$ cat config.mk
export PLATFORM = sky130hd
export DESIGN_NAME = bru_sched_top
export DESIGN_NICKNAME = d
export VERILOG_FILES = /design/src/bru_pkg.sv /design/src/bru_sched_top.sv /design/src/bru_exec.sv /design/src/bru_regfile.sv /design/src/bru_issue_queue.sv /design/src/bru_issue_entry.sv
export VERILOG_INCLUDE_DIRS = /design/src
export SDC_FILE = /design/constraint.sdc
export NUM_CORES = 2
export LEC_CHECK = 0
export ABC_CLOCK_PERIOD_IN_PS = 9400
export BUFFER_PORTS_ARGS = -buffer_cell sky130_fd_sc_hd__buf_4
export CAP_MARGIN = 30
export CORE_UTILIZATION = 29
export CTS_CLUSTER_SIZE = 24
export DETAILED_ROUTE_END_ITERATION = 16
export GPL_TIMING_DRIVEN = 0
export SETUP_SLACK_MARGIN = 0.02
export SLEW_MARGIN = 20
export SYNTH_ARGS = -nofsm -noshare
export SYNTH_HDL_FRONTEND = slang
export SYNTH_SLANG_ARGS = --single-unit
$ cat constraint.sdc
create_clock -name i_clk -period 9.4 [get_ports i_clk]
set_clock_uncertainty 0.15 [all_clocks]
set_input_delay 2.82 -clock i_clk [delete_from_list [all_inputs] [get_ports i_clk]]
set_output_delay 2.82 -clock i_clk [all_outputs]
set_load 0.1 [all_outputs]
$ cat src/bru_consts.svh
`ifndef BRU_CONSTS_SVH
`define BRU_CONSTS_SVH

// Scheduler sizing
`define BRU_ENTRIES 4

// Physical tag width, 32 registers
`define PREG_W 5

// Operand width
`define XLEN 32

// Program-order id, top bit is the wrap bit
`define AGE_W 4

`endif
$ cat src/bru_pkg.sv
`include "bru_consts.svh"

package bru_pkg;

  // Conditional branch kinds
  typedef enum logic [2:0] {
    BEQ  = 3'd0,
    BNE  = 3'd1,
    BLT  = 3'd2,
    BGE  = 3'd3,
    BLTU = 3'd4,
    BGEU = 3'd5
  } br_op_t;

  // Scheduler entry lifecycle
  typedef enum logic [1:0] {
    FREE   = 2'd0,
    WAIT   = 2'd1,
    ISSUED = 2'd2
  } sched_state_t;

  // True when id a is ahead of id b within the wrap window
  function automatic logic is_younger(input logic [`AGE_W-1:0] a,
                                      input logic [`AGE_W-1:0] b);
    logic [`AGE_W-1:0] diff;
    diff = a - b;
    return (diff != '0) && !diff[`AGE_W-1];
  endfunction

endpackage

$ cat src/bru_sched_top.sv
`timescale 1ns/1ps
`include "bru_consts.svh"

module bru_sched_top
  import bru_pkg::*;
(
  input  logic               i_clk,
  input  logic               i_reset_n,
  input  logic               i_disp_valid,
  output logic               o_disp_ready,
  input  logic [`AGE_W-1:0]  i_disp_cmt_id,
  input  br_op_t             i_disp_op,
  input  logic [`PREG_W-1:0] i_disp_rs1,
  input  logic [`PREG_W-1:0] i_disp_rs2,
  input  logic               i_disp_rs1_ready,
  input  logic               i_disp_rs2_ready,
  input  logic               i_disp_pred_taken,
  input  logic               i_wb_valid,
  input  logic [`PREG_W-1:0] i_wb_preg,
  input  logic [`XLEN-1:0]   i_wb_data,
  input  logic               i_early_valid,
  input  logic [`PREG_W-1:0] i_early_preg,
  input  logic               i_cancel_valid,
  input  logic [`PREG_W-1:0] i_cancel_preg,
  output logic               o_res_valid,
  input  logic               i_res_ready,
  output logic [`AGE_W-1:0]  o_res_cmt_id,
  output logic               o_res_taken,
  output logic               o_res_mispred
);

  // Issue path
  logic               iss_valid;
  logic               iss_ready;
  br_op_t             iss_op;
  logic [`AGE_W-1:0]  iss_cmt_id;
  logic [`PREG_W-1:0] iss_rs1;
  logic [`PREG_W-1:0] iss_rs2;
  logic               iss_pred_taken;
  logic               replay;

  // Executor back to queue and register file
  logic               flush_valid;
  logic [`AGE_W-1:0]  flush_cmt_id;
  logic [`PREG_W-1:0] rd_rs1;
  logic [`PREG_W-1:0] rd_rs2;
  logic [`XLEN-1:0]   rs1_data;
  logic [`XLEN-1:0]   rs2_data;

  bru_issue_queue u_queue (
    .i_clk             (i_clk),
    .i_reset_n         (i_reset_n),
    .i_disp_valid      (i_disp_valid),
    .o_disp_ready      (o_disp_ready),
    .i_disp_cmt_id     (i_disp_cmt_id),
    .i_disp_op         (i_disp_op),
    .i_disp_rs1        (i_disp_rs1),
    .i_disp_rs2        (i_disp_rs2),
    .i_disp_rs1_ready  (i_disp_rs1_ready),
    .i_disp_rs2_ready  (i_disp_rs2_ready),
    .i_disp_pred_taken (i_disp_pred_taken),
    .i_wb_valid        (i_wb_valid),
    .i_wb_preg         (i_wb_preg),
    .i_early_valid     (i_early_valid),
    .i_early_preg      (i_early_preg),
    .i_cancel_valid    (i_cancel_valid),
    .i_cancel_preg     (i_cancel_preg),
    .o_iss_valid       (iss_valid),
    .i_iss_ready       (iss_ready),
    .o_iss_op          (iss_op),
    .o_iss_cmt_id      (iss_cmt_id),
    .o_iss_rs1         (iss_rs1),
    .o_iss_rs2         (iss_rs2),
    .o_iss_pred_taken  (iss_pred_taken),
    .o_replay          (replay),
    .i_flush_valid     (flush_valid),
    .i_flush_cmt_id    (flush_cmt_id)
  );

  bru_regfile u_regfile (
    .i_clk      (i_clk),
    .i_reset_n  (i_reset_n),
    .i_wb_valid (i_wb_valid),
    .i_wb_preg  (i_wb_preg),
    .i_wb_data  (i_wb_data),
    .i_rd_rs1   (rd_rs1),
    .i_rd_rs2   (rd_rs2),
    .o_rs1_data (rs1_data),
    .o_rs2_data (rs2_data)
  );

  bru_exec u_exec (
    .i_clk            (i_clk),
    .i_reset_n        (i_reset_n),
    .i_iss_valid      (iss_valid),
    .o_iss_ready      (iss_ready),
    .i_iss_op         (iss_op),
    .i_iss_cmt_id     (iss_cmt_id),
    .i_iss_rs1        (iss_rs1),
    .i_iss_rs2        (iss_rs2),
    .i_iss_pred_taken (iss_pred_taken),
    .i_replay         (replay),
    .o_rd_rs1         (rd_rs1),
    .o_rd_rs2         (rd_rs2),
    .i_rs1_data       (rs1_data),
    .i_rs2_data       (rs2_data),
    .o_res_valid      (o_res_valid),
    .i_res_ready      (i_res_ready),
    .o_res_cmt_id     (o_res_cmt_id),
    .o_res_taken      (o_res_taken),
    .o_res_mispred    (o_res_mispred),
    .o_flush_valid    (flush_valid),
    .o_flush_cmt_id   (flush_cmt_id)
  );

endmodule

$ cat src/bru_exec.sv
`timescale 1ns/1ps
`include "bru_consts.svh"

module bru_exec
  import bru_pkg::*;
(
  input  logic               i_clk,
  input  logic               i_reset_n,
  input  logic               i_iss_valid,
  output logic               o_iss_ready,
  input  br_op_t             i_iss_op,
  input  logic [`AGE_W-1:0]  i_iss_cmt_id,
  input  logic [`PREG_W-1:0] i_iss_rs1,
  input  logic [`PREG_W-1:0] i_iss_rs2,
  input  logic               i_iss_pred_taken,
  input  logic               i_replay,
  output logic [`PREG_W-1:0] o_rd_rs1,
  output logic [`PREG_W-1:0] o_rd_rs2,
  input  logic [`XLEN-1:0]   i_rs1_data,
  input  logic [`XLEN-1:0]   i_rs2_data,
  output logic               o_res_valid,
  input  logic               i_res_ready,
  output logic [`AGE_W-1:0]  o_res_cmt_id,
  output logic               o_res_taken,
  output logic               o_res_mispred,
  output logic               o_flush_valid,
  output logic [`AGE_W-1:0]  o_flush_cmt_id
);

  logic               r_a_valid;
  br_op_t             r_a_op;
  logic [`AGE_W-1:0]  r_a_cmt_id;
  logic [`PREG_W-1:0] r_a_rs1;
  logic [`PREG_W-1:0] r_a_rs2;
  logic               r_a_pred;
  logic               r_res_fresh;  // First cycle of this result
  logic               w_res_accept;
  logic               w_a_kill;
  logic               w_a_go;
  logic               w_iss_fire;
  logic               w_eq;
  logic               w_lt;
  logic               w_taken;

  // ----------------------------------------
  // Stage A, operand read and compare
  // ----------------------------------------
  assign w_res_accept = !o_res_valid || i_res_ready;
  assign o_iss_ready  = !r_a_valid || w_res_accept;
  assign w_a_kill     = i_replay || (o_flush_valid && is_younger(r_a_cmt_id, o_res_cmt_id));
  assign w_a_go       = r_a_valid && !w_a_kill;
  assign w_iss_fire   = i_iss_valid && o_iss_ready &&
                        !(o_flush_valid && is_younger(i_iss_cmt_id, o_res_cmt_id));

  assign o_rd_rs1 = r_a_rs1;
  assign o_rd_rs2 = r_a_rs2;

  assign w_eq = (i_rs1_data == i_rs2_data);
  assign w_lt = (r_a_op == BLT || r_a_op == BGE) ? ($signed(i_rs1_data) < $signed(i_rs2_data))
                                                 : (i_rs1_data < i_rs2_data);

  always_comb begin
    case (r_a_op)
      BEQ:         w_taken = w_eq;
      BNE:         w_taken = !w_eq;
      BLT, BLTU:   w_taken = w_lt;
      BGE, BGEU:   w_taken = !w_lt;
      default:     w_taken = 1'b0;
    endcase
  end

  always_ff @(posedge i_clk or negedge i_reset_n) begin
    if (!i_reset_n) begin
      r_a_valid <= 1'b0;
    end else if (o_iss_ready) begin
      r_a_valid <= w_iss_fire;
    end else if (w_a_kill) begin
      r_a_valid <= 1'b0;  // Replayed or flushed while stalled
    end
  end

  always_ff @(posedge i_clk) begin
    if (o_iss_ready && i_iss_valid) begin
      r_a_op     <= i_iss_op;
      r_a_cmt_id <= i_iss_cmt_id;
      r_a_rs1    <= i_iss_rs1;
      r_a_rs2    <= i_iss_rs2;
      r_a_pred   <= i_iss_pred_taken;
    end
  end

  // ----------------------------------------
  // Result register
  // ----------------------------------------
  always_ff @(posedge i_clk or negedge i_reset_n) begin
    if (!i_reset_n) begin
      o_res_valid <= 1'b0;
      r_res_fresh <= 1'b0;
    end else if (w_res_accept) begin
      o_res_valid <= w_a_go;
      r_res_fresh <= w_a_go;
    end else begin
      r_res_fresh <= 1'b0;  // Held, flush already sent
    end
  end

  always_ff @(posedge i_clk) begin
    if (w_res_accept && w_a_go) begin
      o_res_cmt_id  <= r_a_cmt_id;
      o_res_taken   <= w_taken;
      o_res_mispred <= w_taken ^ r_a_pred;
    end
  end

  assign o_flush_valid  = o_res_valid && o_res_mispred && r_res_fresh;
  assign o_flush_cmt_id = o_res_cmt_id;

endmodule

$ cat src/bru_regfile.sv
`timescale 1ns/1ps
`include "bru_consts.svh"

module bru_regfile (
  input  logic               i_clk,
  input  logic               i_reset_n,
  input  logic               i_wb_valid,
  input  logic [`PREG_W-1:0] i_wb_preg,
  input  logic [`XLEN-1:0]   i_wb_data,
  input  logic [`PREG_W-1:0] i_rd_rs1,
  input  logic [`PREG_W-1:0] i_rd_rs2,
  output logic [`XLEN-1:0]   o_rs1_data,
  output logic [`XLEN-1:0]   o_rs2_data
);

  localparam int NREGS = 1 << `PREG_W;

  logic [`XLEN-1:0] r_regs [NREGS];

  always_ff @(posedge i_clk or negedge i_reset_n) begin
    if (!i_reset_n) begin
      for (int i = 0; i < NREGS; i++) begin
        r_regs[i] <= '0;
      end
    end else if (i_wb_valid) begin
      r_regs[i_wb_preg] <= i_wb_data;
    end
  end

  // Same-cycle writeback bypass
  assign o_rs1_data = (i_wb_valid && (i_wb_preg == i_rd_rs1)) ? i_wb_data
                                                              : r_regs[i_rd_rs1];
  assign o_rs2_data = (i_wb_valid && (i_wb_preg == i_rd_rs2)) ? i_wb_data
                                                              : r_regs[i_rd_rs2];

endmodule

$ cat src/bru_issue_queue.sv
`timescale 1ns/1ps
`include "bru_consts.svh"

module bru_issue_queue
  import bru_pkg::*;
(
  input  logic               i_clk,
  input  logic               i_reset_n,
  input  logic               i_disp_valid,
  output logic               o_disp_ready,
  input  logic [`AGE_W-1:0]  i_disp_cmt_id,
  input  br_op_t             i_disp_op,
  input  logic [`PREG_W-1:0] i_disp_rs1,
  input  logic [`PREG_W-1:0] i_disp_rs2,
  input  logic               i_disp_rs1_ready,
  input  logic               i_disp_rs2_ready,
  input  logic               i_disp_pred_taken,
  input  logic               i_wb_valid,
  input  logic [`PREG_W-1:0] i_wb_preg,
  input  logic               i_early_valid,
  input  logic [`PREG_W-1:0] i_early_preg,
  input  logic               i_cancel_valid,
  input  logic [`PREG_W-1:0] i_cancel_preg,
  output logic               o_iss_valid,
  input  logic               i_iss_ready,
  output br_op_t             o_iss_op,
  output logic [`AGE_W-1:0]  o_iss_cmt_id,
  output logic [`PREG_W-1:0] o_iss_rs1,
  output logic [`PREG_W-1:0] o_iss_rs2,
  output logic               o_iss_pred_taken,
  output logic               o_replay,
  input  logic               i_flush_valid,
  input  logic [`AGE_W-1:0]  i_flush_cmt_id
);

  localparam int IDX_W = (`BRU_ENTRIES > 1) ? $clog2(`BRU_ENTRIES) : 1;

  logic [`BRU_ENTRIES-1:0] w_free;
  logic [`BRU_ENTRIES-1:0] w_ready;
  logic [`BRU_ENTRIES-1:0] w_put;
  logic [`BRU_ENTRIES-1:0] w_picked;
  logic [`BRU_ENTRIES-1:0] w_replay;
  logic [`BRU_ENTRIES-1:0] w_pred;
  logic [`AGE_W-1:0]       w_cmt_id [`BRU_ENTRIES];
  br_op_t                  w_op     [`BRU_ENTRIES];
  logic [`PREG_W-1:0]      w_rs1    [`BRU_ENTRIES];
  logic [`PREG_W-1:0]      w_rs2    [`BRU_ENTRIES];
  logic [IDX_W-1:0]        w_free_idx;
  logic [IDX_W-1:0]        w_pick_idx;

  // Lowest free slot
  always_comb begin
    w_free_idx = '0;
    for (int i = `BRU_ENTRIES - 1; i >= 0; i--) begin
      if (w_free[i]) w_free_idx = IDX_W'(i);
    end
  end

  // Oldest ready entry by program-order id
  always_comb begin
    logic found;
    found      = 1'b0;
    w_pick_idx = '0;
    for (int i = 0; i < `BRU_ENTRIES; i++) begin
      if (w_ready[i] && (!found || is_younger(w_cmt_id[w_pick_idx], w_cmt_id[i]))) begin
        w_pick_idx = IDX_W'(i);
        found      = 1'b1;
      end
    end
  end

  for (genvar g = 0; g < `BRU_ENTRIES; g++) begin : g_entry
    assign w_put[g]    = i_disp_valid & o_disp_ready & (w_free_idx == IDX_W'(g));
    assign w_picked[g] = o_iss_valid & i_iss_ready & (w_pick_idx == IDX_W'(g));

    bru_issue_entry u_entry (
      .i_clk            (i_clk),
      .i_reset_n        (i_reset_n),
      .i_put            (w_put[g]),
      .i_put_cmt_id     (i_disp_cmt_id),
      .i_put_op         (i_disp_op),
      .i_put_rs1        (i_disp_rs1),
      .i_put_rs2        (i_disp_rs2),
      .i_put_rs1_ready  (i_disp_rs1_ready),
      .i_put_rs2_ready  (i_disp_rs2_ready),
      .i_put_pred_taken (i_disp_pred_taken),
      .i_wb_valid       (i_wb_valid),
      .i_wb_preg        (i_wb_preg),
      .i_early_valid    (i_early_valid),
      .i_early_preg     (i_early_preg),
      .i_cancel_valid   (i_cancel_valid),
      .i_cancel_preg    (i_cancel_preg),
      .i_picked         (w_picked[g]),
      .i_flush_valid    (i_flush_valid),
      .i_flush_cmt_id   (i_flush_cmt_id),
      .o_free           (w_free[g]),
      .o_ready          (w_ready[g]),
      .o_cmt_id         (w_cmt_id[g]),
      .o_op             (w_op[g]),
      .o_rs1            (w_rs1[g]),
      .o_rs2            (w_rs2[g]),
      .o_pred_taken     (w_pred[g]),
      .o_replay         (w_replay[g])
    );
  end

  assign o_disp_ready     = |w_free;
  assign o_iss_valid      = |w_ready;
  assign o_iss_op         = w_op[w_pick_idx];
  assign o_iss_cmt_id     = w_cmt_id[w_pick_idx];
  assign o_iss_rs1        = w_rs1[w_pick_idx];
  assign o_iss_rs2        = w_rs2[w_pick_idx];
  assign o_iss_pred_taken = w_pred[w_pick_idx];
  assign o_replay         = |w_replay;  // At most one ISSUED entry

endmodule

$ cat src/bru_issue_entry.sv
`timescale 1ns/1ps
`include "bru_consts.svh"

module bru_issue_entry
  import bru_pkg::*;
(
  input  logic               i_clk,
  input  logic               i_reset_n,
  input  logic               i_put,
  input  logic [`AGE_W-1:0]  i_put_cmt_id,
  input  br_op_t             i_put_op,
  input  logic [`PREG_W-1:0] i_put_rs1,
  input  logic [`PREG_W-1:0] i_put_rs2,
  input  logic               i_put_rs1_ready,
  input  logic               i_put_rs2_ready,
  input  logic               i_put_pred_taken,
  input  logic               i_wb_valid,
  input  logic [`PREG_W-1:0] i_wb_preg,
  input  logic               i_early_valid,
  input  logic [`PREG_W-1:0] i_early_preg,
  input  logic               i_cancel_valid,
  input  logic [`PREG_W-1:0] i_cancel_preg,
  input  logic               i_picked,
  input  logic               i_flush_valid,
  input  logic [`AGE_W-1:0]  i_flush_cmt_id,
  output logic               o_free,
  output logic               o_ready,
  output logic [`AGE_W-1:0]  o_cmt_id,
  output br_op_t             o_op,
  output logic [`PREG_W-1:0] o_rs1,
  output logic [`PREG_W-1:0] o_rs2,
  output logic               o_pred_taken,
  output logic               o_replay
);

  sched_state_t                 r_state;
  logic [`AGE_W-1:0]            r_cmt_id;
  br_op_t                       r_op;
  logic [1:0][`PREG_W-1:0]      r_rs;
  logic [1:0]                   r_rdy;   // Final ready per source
  logic [1:0]                   r_spec;  // Early wakeup seen last cycle
  logic                         r_pred_taken;

  logic [1:0][`PREG_W-1:0]      w_rs;
  logic [1:0]                   w_rdy_base;
  logic [1:0]                   w_wb_hit;
  logic [1:0]                   w_early_hit;
  logic [1:0]                   w_cancel_hit;
  logic                         w_flush_hit;

  // ----------------------------------------
  // Wakeup compare, against the incoming op on put
  // ----------------------------------------
  always_comb begin
    w_rs[0]    = i_put ? i_put_rs1 : r_rs[0];
    w_rs[1]    = i_put ? i_put_rs2 : r_rs[1];
    w_rdy_base = i_put ? {i_put_rs2_ready, i_put_rs1_ready} : r_rdy;
    for (int k = 0; k < 2; k++) begin
      w_wb_hit[k]     = i_wb_valid & (i_wb_preg == w_rs[k]);
      w_early_hit[k]  = i_early_valid & (i_early_preg == w_rs[k]);
      w_cancel_hit[k] = i_cancel_valid & (i_cancel_preg == r_rs[k]) & r_spec[k];
    end
  end

  assign w_flush_hit = i_flush_valid &
                       is_younger(i_put ? i_put_cmt_id : r_cmt_id, i_flush_cmt_id);

  // Early hit counts as ready so the pick lines up with the promised writeback
  assign o_ready  = (r_state == WAIT) & (&(r_rdy | w_wb_hit | w_early_hit));
  assign o_replay = (r_state == ISSUED) & (|w_cancel_hit);
  assign o_free   = (r_state == FREE);

  // ----------------------------------------
  // State and ready bits
  // ----------------------------------------
  always_ff @(posedge i_clk or negedge i_reset_n) begin
    if (!i_reset_n) begin
      r_state <= FREE;
      r_rdy   <= '0;
      r_spec  <= '0;
    end else begin
      r_rdy  <= w_rdy_base | w_wb_hit;
      r_spec <= w_early_hit & ~(w_rdy_base | w_wb_hit);  // Only lives one cycle
      case (r_state)
        FREE: begin
          if (i_put && !w_flush_hit) begin
            r_state <= WAIT;
          end
        end
        WAIT: begin
          if (w_flush_hit) begin
            r_state <= FREE;
          end else if (i_picked) begin
            r_state <= ISSUED;
          end
        end
        ISSUED: begin
          if (!w_flush_hit && o_replay) begin
            r_state <= WAIT;  // Speculative source withdrawn
          end else begin
            r_state <= FREE;
          end
        end
        default: r_state <= FREE;
      endcase
    end
  end

  // Payload, loaded on put
  always_ff @(posedge i_clk) begin
    if (i_put) begin
      r_cmt_id     <= i_put_cmt_id;
      r_op         <= i_put_op;
      r_rs         <= w_rs;
      r_pred_taken <= i_put_pred_taken;
    end
  end

  assign o_cmt_id     = r_cmt_id;
  assign o_op         = r_op;
  assign o_rs1        = r_rs[0];
  assign o_rs2        = r_rs[1];
  assign o_pred_taken = r_pred_taken;

endmodule

# ---- After elaboration in Yosys (flattened, before gate mapping)
# Cells that the tools add are included.
dict set report classes {
  n_addsub 9
  order_cmp 10
  eq_ne 54
  n_mux 82
  n_bitwise 81
  reduce_logical 94
}
# op count
set ops {}
lappend ops {{bitwise mux 1024 bit} 1}
lappend ops {{binary-select mux 32 bit (select 5 bit)} 2}
lappend ops {{2-to-1 mux 32 bit} 7}
lappend ops {{demux 32 bit (select 5 bit)} 1}
lappend ops {{equality test 5 bit} 26}
lappend ops {{less-than comparator 32 bit} 2}
lappend ops {{2-to-1 mux 5 bit} 12}
lappend ops {{AND 1 bit} 54}
lappend ops {{2-to-1 mux 2 bit} 22}
lappend ops {{2-to-1 mux 4 bit} 10}
lappend ops {{nonzero test 4 bit} 9}
lappend ops {{subtractor 4 bit} 9}
lappend ops {{equality test 32 bit} 1}
lappend ops {{logical AND 1 bit} 31}
lappend ops {{binary-select mux 4 bit (select 2 bit)} 3}
lappend ops {{bitwise OR 2 bit} 12}
lappend ops {{case mux 2 bit (3 select lines)} 4}
lappend ops {{logical NOT 1 bit} 22}
lappend ops {{binary-select mux 5 bit (select 2 bit)} 2}
lappend ops {{greater-or-equal comparator 6 bit (second input constant)} 3}
lappend ops {{inverter 5 -> 6 bit} 3}
lappend ops {{equality test 2 bit (second input constant)} 8}
lappend ops {{AND reduction 2 bit} 8}
lappend ops {{2-to-1 mux 1 bit} 13}
lappend ops {{24 further kinds} 65}
dict set report totals {
  reg_bits 1147
  in_bits 74
  out_inout_bits 8
  wordCells 405
}

# ---- Depth between registers and ports, before layout
dict set report logic_depth {
  depth_word 50
  mapped_depth 41
}

# ---- By module
# A second synthesis with hierarchy kept.
dict set report hier_totals {
  hier_cells 4666
  hier_area_um2 64105.2
}
# module instances cells_per_inst area_per_inst_um2 seq_area_each_um2
set by_module_without_submodules {}
lappend by_module_without_submodules {bru_regfile 1 3778 54558.6 25624.6}
lappend by_module_without_submodules {bru_issue_entry 4 125 1490.2 650.6}
lappend by_module_without_submodules {bru_exec 1 192 1999.4 795.8}
lappend by_module_without_submodules {bru_issue_queue 1 196 1586.5 0.0}

# ---- Worst setup path after synthesis
# No wires, ideal clock.
dict set report synth_timing {
  kind {input port to flip-flop}
  start {input i_disp_valid}
  end {register u_exec.r_a_valid}
  setup_ns 0.122
  t_arrival_ns 10.339
  required_ns 9.128
  path_slack_ns -1.210
  cell_stages 36
  path_buffers 4
  path_cell_list {or3b_1 inv_1 buf_4 mux2i_1 o21ai_0 or4_4 a31oi_4 o211ai_1 nand2_1 clkbuf_1 mux2_2 ha_1 o21ai_0 nand2b_1 xor2_1 mux4_2 a21o_1 buf_2 a21oi_1 inv_1 ha_1 fa_1 xor2_1 and3_1 nand3b_1 mux2_4 nand2_2 buf_6 mux2_4 ha_1 a21o_1 a21oi_1 xnor2_1 xnor2_1 nand3_1 a32o_1}
}
dict set report synth_between {
  elab_chain_cells 45
  word_cells_on_any_way 106
  classes_between {add/sub: 3; eq/ne: 16; mux: 24; bitwise: 36; reduce/logical: 27}
}
# element line_no
set synth_rtl {}
lappend synth_rtl {{from (decl)} bru_sched_top.sv:9} ;# input logic i_disp_valid,
lappend synth_rtl {{AND 1 bit *} bru_issue_queue.sv:73} ;# assign w_put[g] = i_disp_valid & o_disp_ready & (w_free_idx == IDX_W'(g));
lappend synth_rtl {{AND 1 bit} bru_issue_queue.sv:73}
lappend synth_rtl {{2-to-1 mux 5 bit (on tied branches)} {bru_issue_entry.sv:55, bru_issue_entry.sv:56}}
lappend synth_rtl {{equality test 5 bit} bru_issue_entry.sv:59} ;# w_wb_hit[k] = i_wb_valid & (i_wb_preg == w_rs[k]);
lappend synth_rtl {{AND 1 bit} bru_issue_entry.sv:59}
lappend synth_rtl {{bitwise OR 2 bit (2 in series)} bru_issue_entry.sv:69} ;# assign o_ready = (r_state == WAIT) & (&(r_rdy | w_wb_hit | w_early_hit));
lappend synth_rtl {{AND reduction 2 bit} bru_issue_entry.sv:69}
lappend synth_rtl {{AND 1 bit} bru_issue_entry.sv:69}
lappend synth_rtl {{(+29 left out)} --}
lappend synth_rtl {{via iss_cmt_id[1]} bru_sched_top.sv:36} ;# logic [`AGE_W-1:0] iss_cmt_id;
lappend synth_rtl {{subtractor 4 bit *} bru_pkg.sv:26} ;# diff = a - b;
lappend synth_rtl {{nonzero test 4 bit / logical NOT 1 bit (equally long branches)} bru_pkg.sv:27} ;# return (diff != '0) && !diff[`AGE_W-1];
lappend synth_rtl {{logical AND 1 bit *} bru_pkg.sv:27}
lappend synth_rtl {{logical AND 1 bit *} bru_exec.sv:53} ;# !(o_flush_valid && is_younger(i_iss_cmt_id, o_res_cmt_id));
lappend synth_rtl {{logical NOT 1 bit *} bru_exec.sv:53}
lappend synth_rtl {{logical AND 1 bit *} bru_exec.sv:52} ;# assign w_iss_fire = i_iss_valid && o_iss_ready &&
lappend synth_rtl {{2-to-1 mux 1 bit *} bru_exec.sv:75} ;# end else if (o_iss_ready) begin
lappend synth_rtl {{to (signal assigned)} bru_exec.sv:76} ;# r_a_valid <= w_iss_fire;
lappend synth_rtl {{to (decl)} bru_exec.sv:30} ;# logic r_a_valid;
# The timed path passes the listed nets; every way through them passes the cells marked *. The select of a mux whose other input is x is not followed.
# A chain may end at the register's enable or synchronous reset.

# ---- Worst setup path after layout
# Ends and elaborated chain as after synthesis.

==> flow_summary.toml <==
[outcome]
status = "finished, violations left"
violations = "setup timing"

[synth]
synth_xor_area_frac = 0.0201
synth-simple-area-share = 0.0311
ys.flop_type = "dfrtp_1"
muxShareOfSynthArea = 0.429
synth_adder_area_share = 0.0143
synth_cell_types = 76
synth-compound-area-share = 0.0241
synth.net_count = 4447
syn_area_um2 = 64100
ys_seq_area_frac = 0.453
ys_seq_elements = 1147
synth_top_family_by_area = "multiplexers"
async_flop_share = 0.916
synth_enable_flop_cells = 80
synth_area_per_cell_um2 = 14.9
ys_warn_count = 0
synthCells = 4305

[global_route]
overflow = 0
gr-usage-all-layers = 0.195
grt_max_degree = 138
grt_pass1_vias = 43313
antenna_found_initial = 10
grt_pass1_wl_um = 315000

[critical_path]
cpMaxStageDelayCell = "or4_4"
cp_data_arrival_time_ns = 10.28
crit_type = "in2reg"
cp_max_fo = 10
setup.worst_path.end_class = "flop"
critPathRequiredTime_ns = 9.91
critPathMaxStageDelay_ns = 0.56
worst_setup_path_start_kind = "input port"

[cts]
cts.clk_slew.worst_paths_ns = 0.06
cts.sinks = 1147
cts_root_buffer = "clkbuf_16"
clock_path_buffers = 3
cts_tree = "yes"
cts_max_level = 4
cts-buffers-inserted = 131
insertion_delay_ns = 0.78
ctsHoldBuffers = 0

[power_and_ir_drop]
power_frac_comb = 0.498
p_int_w = 0.0150
p_per_area_nw_per_um2 = 330
power.clock.fraction = 0.221
p_switching_w = 0.00948
swShare = 0.387
seqPwrFrac = 0.281
p_leak_nw = 30.7
vdd_drop_max_uv = 247
finalPower_w = 0.0245

[detailed_routing]
vias = 42658
wl_met3_um = 22600
wl_met2_um = 98700
drt_pass1_iterations = 6
top_layer = "met5"
wl_per_cell_um = 28.9
drt_iter0_drc = 4709
drc = 0
vias_per_cell = 5.64
met1Wirelength_um = 89200
postRouteAntennaNets = 0
routed_wl_um = 219000

[floorplanning]
dieArea_um2 = 223000
fp.dieW_um = 472
dieHeight_um = 472
start_util = 0.292
core_area_um2 = 220000
io_pins = 82
core.rowCount = 172

[sta]
timing.final.crit_share = 1.04
setup_tns_ns = -0.367
setup_viol = 1
timing.slew.headroom = 0.259
worstMarginPinSlew_ns = 1.11
grt_setup_unrepaired = "true"
worst_slack_ns = -0.367
drv_slew = 0
fmax_mhz = 102
finalWorstPathRequiredPeriod_ns = 9.77
hold_violations = 0

[final_layout]
final_common_cell = "mux2_2"
nNetsFinal = 4734
final_cell_mix = "mux2_2, dfrtp_1, mux4_2"
syn_to_final_growth_pct = 16.0
fillers = 21199
drive_gt1_frac = 0.481

[job]
max_cap_violations = 0

[place]
gp_congestion = 0.945
portBuffers = 69
hpwl_um = 156000

[worst_hold_path]
hold_path.class = "reg2reg"
## area by class of cell
class | instances | area, um2 | area share
Timing Repair Buffer | 154 | 1630 | 0.0219
Multi-Input combinational cell | 2675 | 33500 | 0.450
Tap cell | 2871 | 3590 | 0.0484
Inverter | 73 | 284 | 0.00382
Clock inverter | 50 | 758 | 0.0102
Clock buffer | 181 | 3730 | 0.0502
Buffer | 410 | 1810 | 0.0243
Antenna cell | 5 | 12.5 | 0.000168
Sequential cell | 1147 | 29000 | 0.391
## worst max-delay path, delay by kind of cell
family	cells	cell delay [ns]
simple gates	11	2.10
compound gates	9	1.50
mux	4	1.46
fa+ha+maj	4	0.98
buf+inv	6	0.71
xor+xnor	4	0.69
## worst paths after layout
| check | to | cells after the start | slack [ns] | startpoint |
|---|---|---|---|---|
| min reg2reg | u_exec.o_flush_cmt_id[0] | 0 | 0.34 | u_exec.r_a_cmt_id[0] |
| max | u_exec.r_a_valid | 38 | -0.37 | i_disp_valid |
| max in group asynchronous | u_regfile.r_regs[995] | 5 | 4.51 | i_reset_n |
| min | u_exec.o_flush_cmt_id[0] | 0 | 0.34 | u_exec.r_a_cmt_id[0] |
| max reg2reg | u_exec.r_a_valid | 37 | 1.26 | u_queue.g_entry[0].u_entry.r_state[1] |
| min in group asynchronous | u_queue.g_entry[0].u_entry.r_state[0] | 1 | 1.79 | i_reset_n |
## Yosys cell counts, types with 23 or more instances
| master | n | area [um2] |
|---|---|---|
| mux2_2 | 1054 | 11900 |
| dfrtp_1 | 1051 | 26300 |
| mux4_2 | 641 | 14400 |
| clkbuf_1 | 281 | 1050 |
| nand2_1 | 150 | 563 |
| buf_1 | 118 | 443 |
| mux2i_1 | 91 | 911 |
| o21ai_0 | 90 | 450 |
| edfxtp_1 | 80 | 2400 |
| nor2_1 | 80 | 300 |
| xnor2_1 | 80 | 701 |
| inv_1 | 70 | 263 |
| xor2_1 | 67 | 587 |
| a21oi_1 | 60 | 300 |
| ha_1 | 59 | 738 |
| nand3_1 | 41 | 205 |
| nor4_1 | 25 | 156 |
| nor3_1 | 23 | 115 |
## repair_timing
action | CTS | global route
buffers inserted | 16 | 1
gates resized for setup | 51 | 19
endpoints found under the setup margin | 3 | 3
pin swaps | 17 | 10
gates cloned | 1 | 0
## per-stage QoR
stage	area, um2	hold WS [ns]	utilization	setup slack, ns	cells
3_3_place_gp	68300	0.312	0.311	-7.57	7245
5_1_grt	74300	0.336	0.338	-0.612	7563
2_1_floorplan	64200	0.276	-	-0.670	4305
6_report	74300	0.340	0.338	-0.367	7566
3_5_place_dp	69300	0.301	0.316	-1.85	7303
4_1_cts	74100	0.338	0.338	-0.375	7551
## state kept, by name, indices dropped and copies added (netlist names), 3 cells and up
register / cells
u_exec.r_a_cmt_id: 4
u_queue.g_entry.u_entry.o_rs2: 20
u_queue.g_entry.u_entry.o_pred_taken: 4
u_queue.g_entry.u_entry.r_state: 8
u_exec.o_flush_cmt_id: 4
u_queue.g_entry.u_entry.r_rdy: 8
u_exec.r_a_op: 3
u_queue.g_entry.u_entry.o_op: 12
u_queue.g_entry.u_entry.r_spec: 8
u_regfile.r_regs: 1024
u_exec.o_rd_rs2: 5
u_exec.o_rd_rs1: 5
u_queue.g_entry.u_entry.o_cmt_id: 16
u_queue.g_entry.u_entry.o_rs1: 20
## metal layers
layer  global-route usage  vias up
li1                     -    17122
met1                0.259    22979
met2                0.296     2118
met3               0.0625      431
met4               0.0721        8
met5                    0        -
## cell families (layout without fill, tap and decap cells)
group                    Yosys count  after routing
AO/OA/AOI/OAI                    243            243
XOR/XNOR                         147            147
adder cells (fa/ha/maj)           68             68
buffers and inverters            483            868
flip-flops                      1147           1147
multiplexers                    1802           1802
other                              0              5
AND/OR/NAND/NOR                  415            415
## power groups by stage
stage	clock network, W	registers [W]	logic [W]
after floorplan	0	0.00677	0.00785
after detailed placement	0	0.00693	0.0118
after global routing	0.00570	0.00702	0.0128
final	0.00542	0.00689	0.0122
after global placement	0	0.00686	0.0115
after CTS	0.00551	0.00685	0.0120
(Power assumes the default switching activity.)
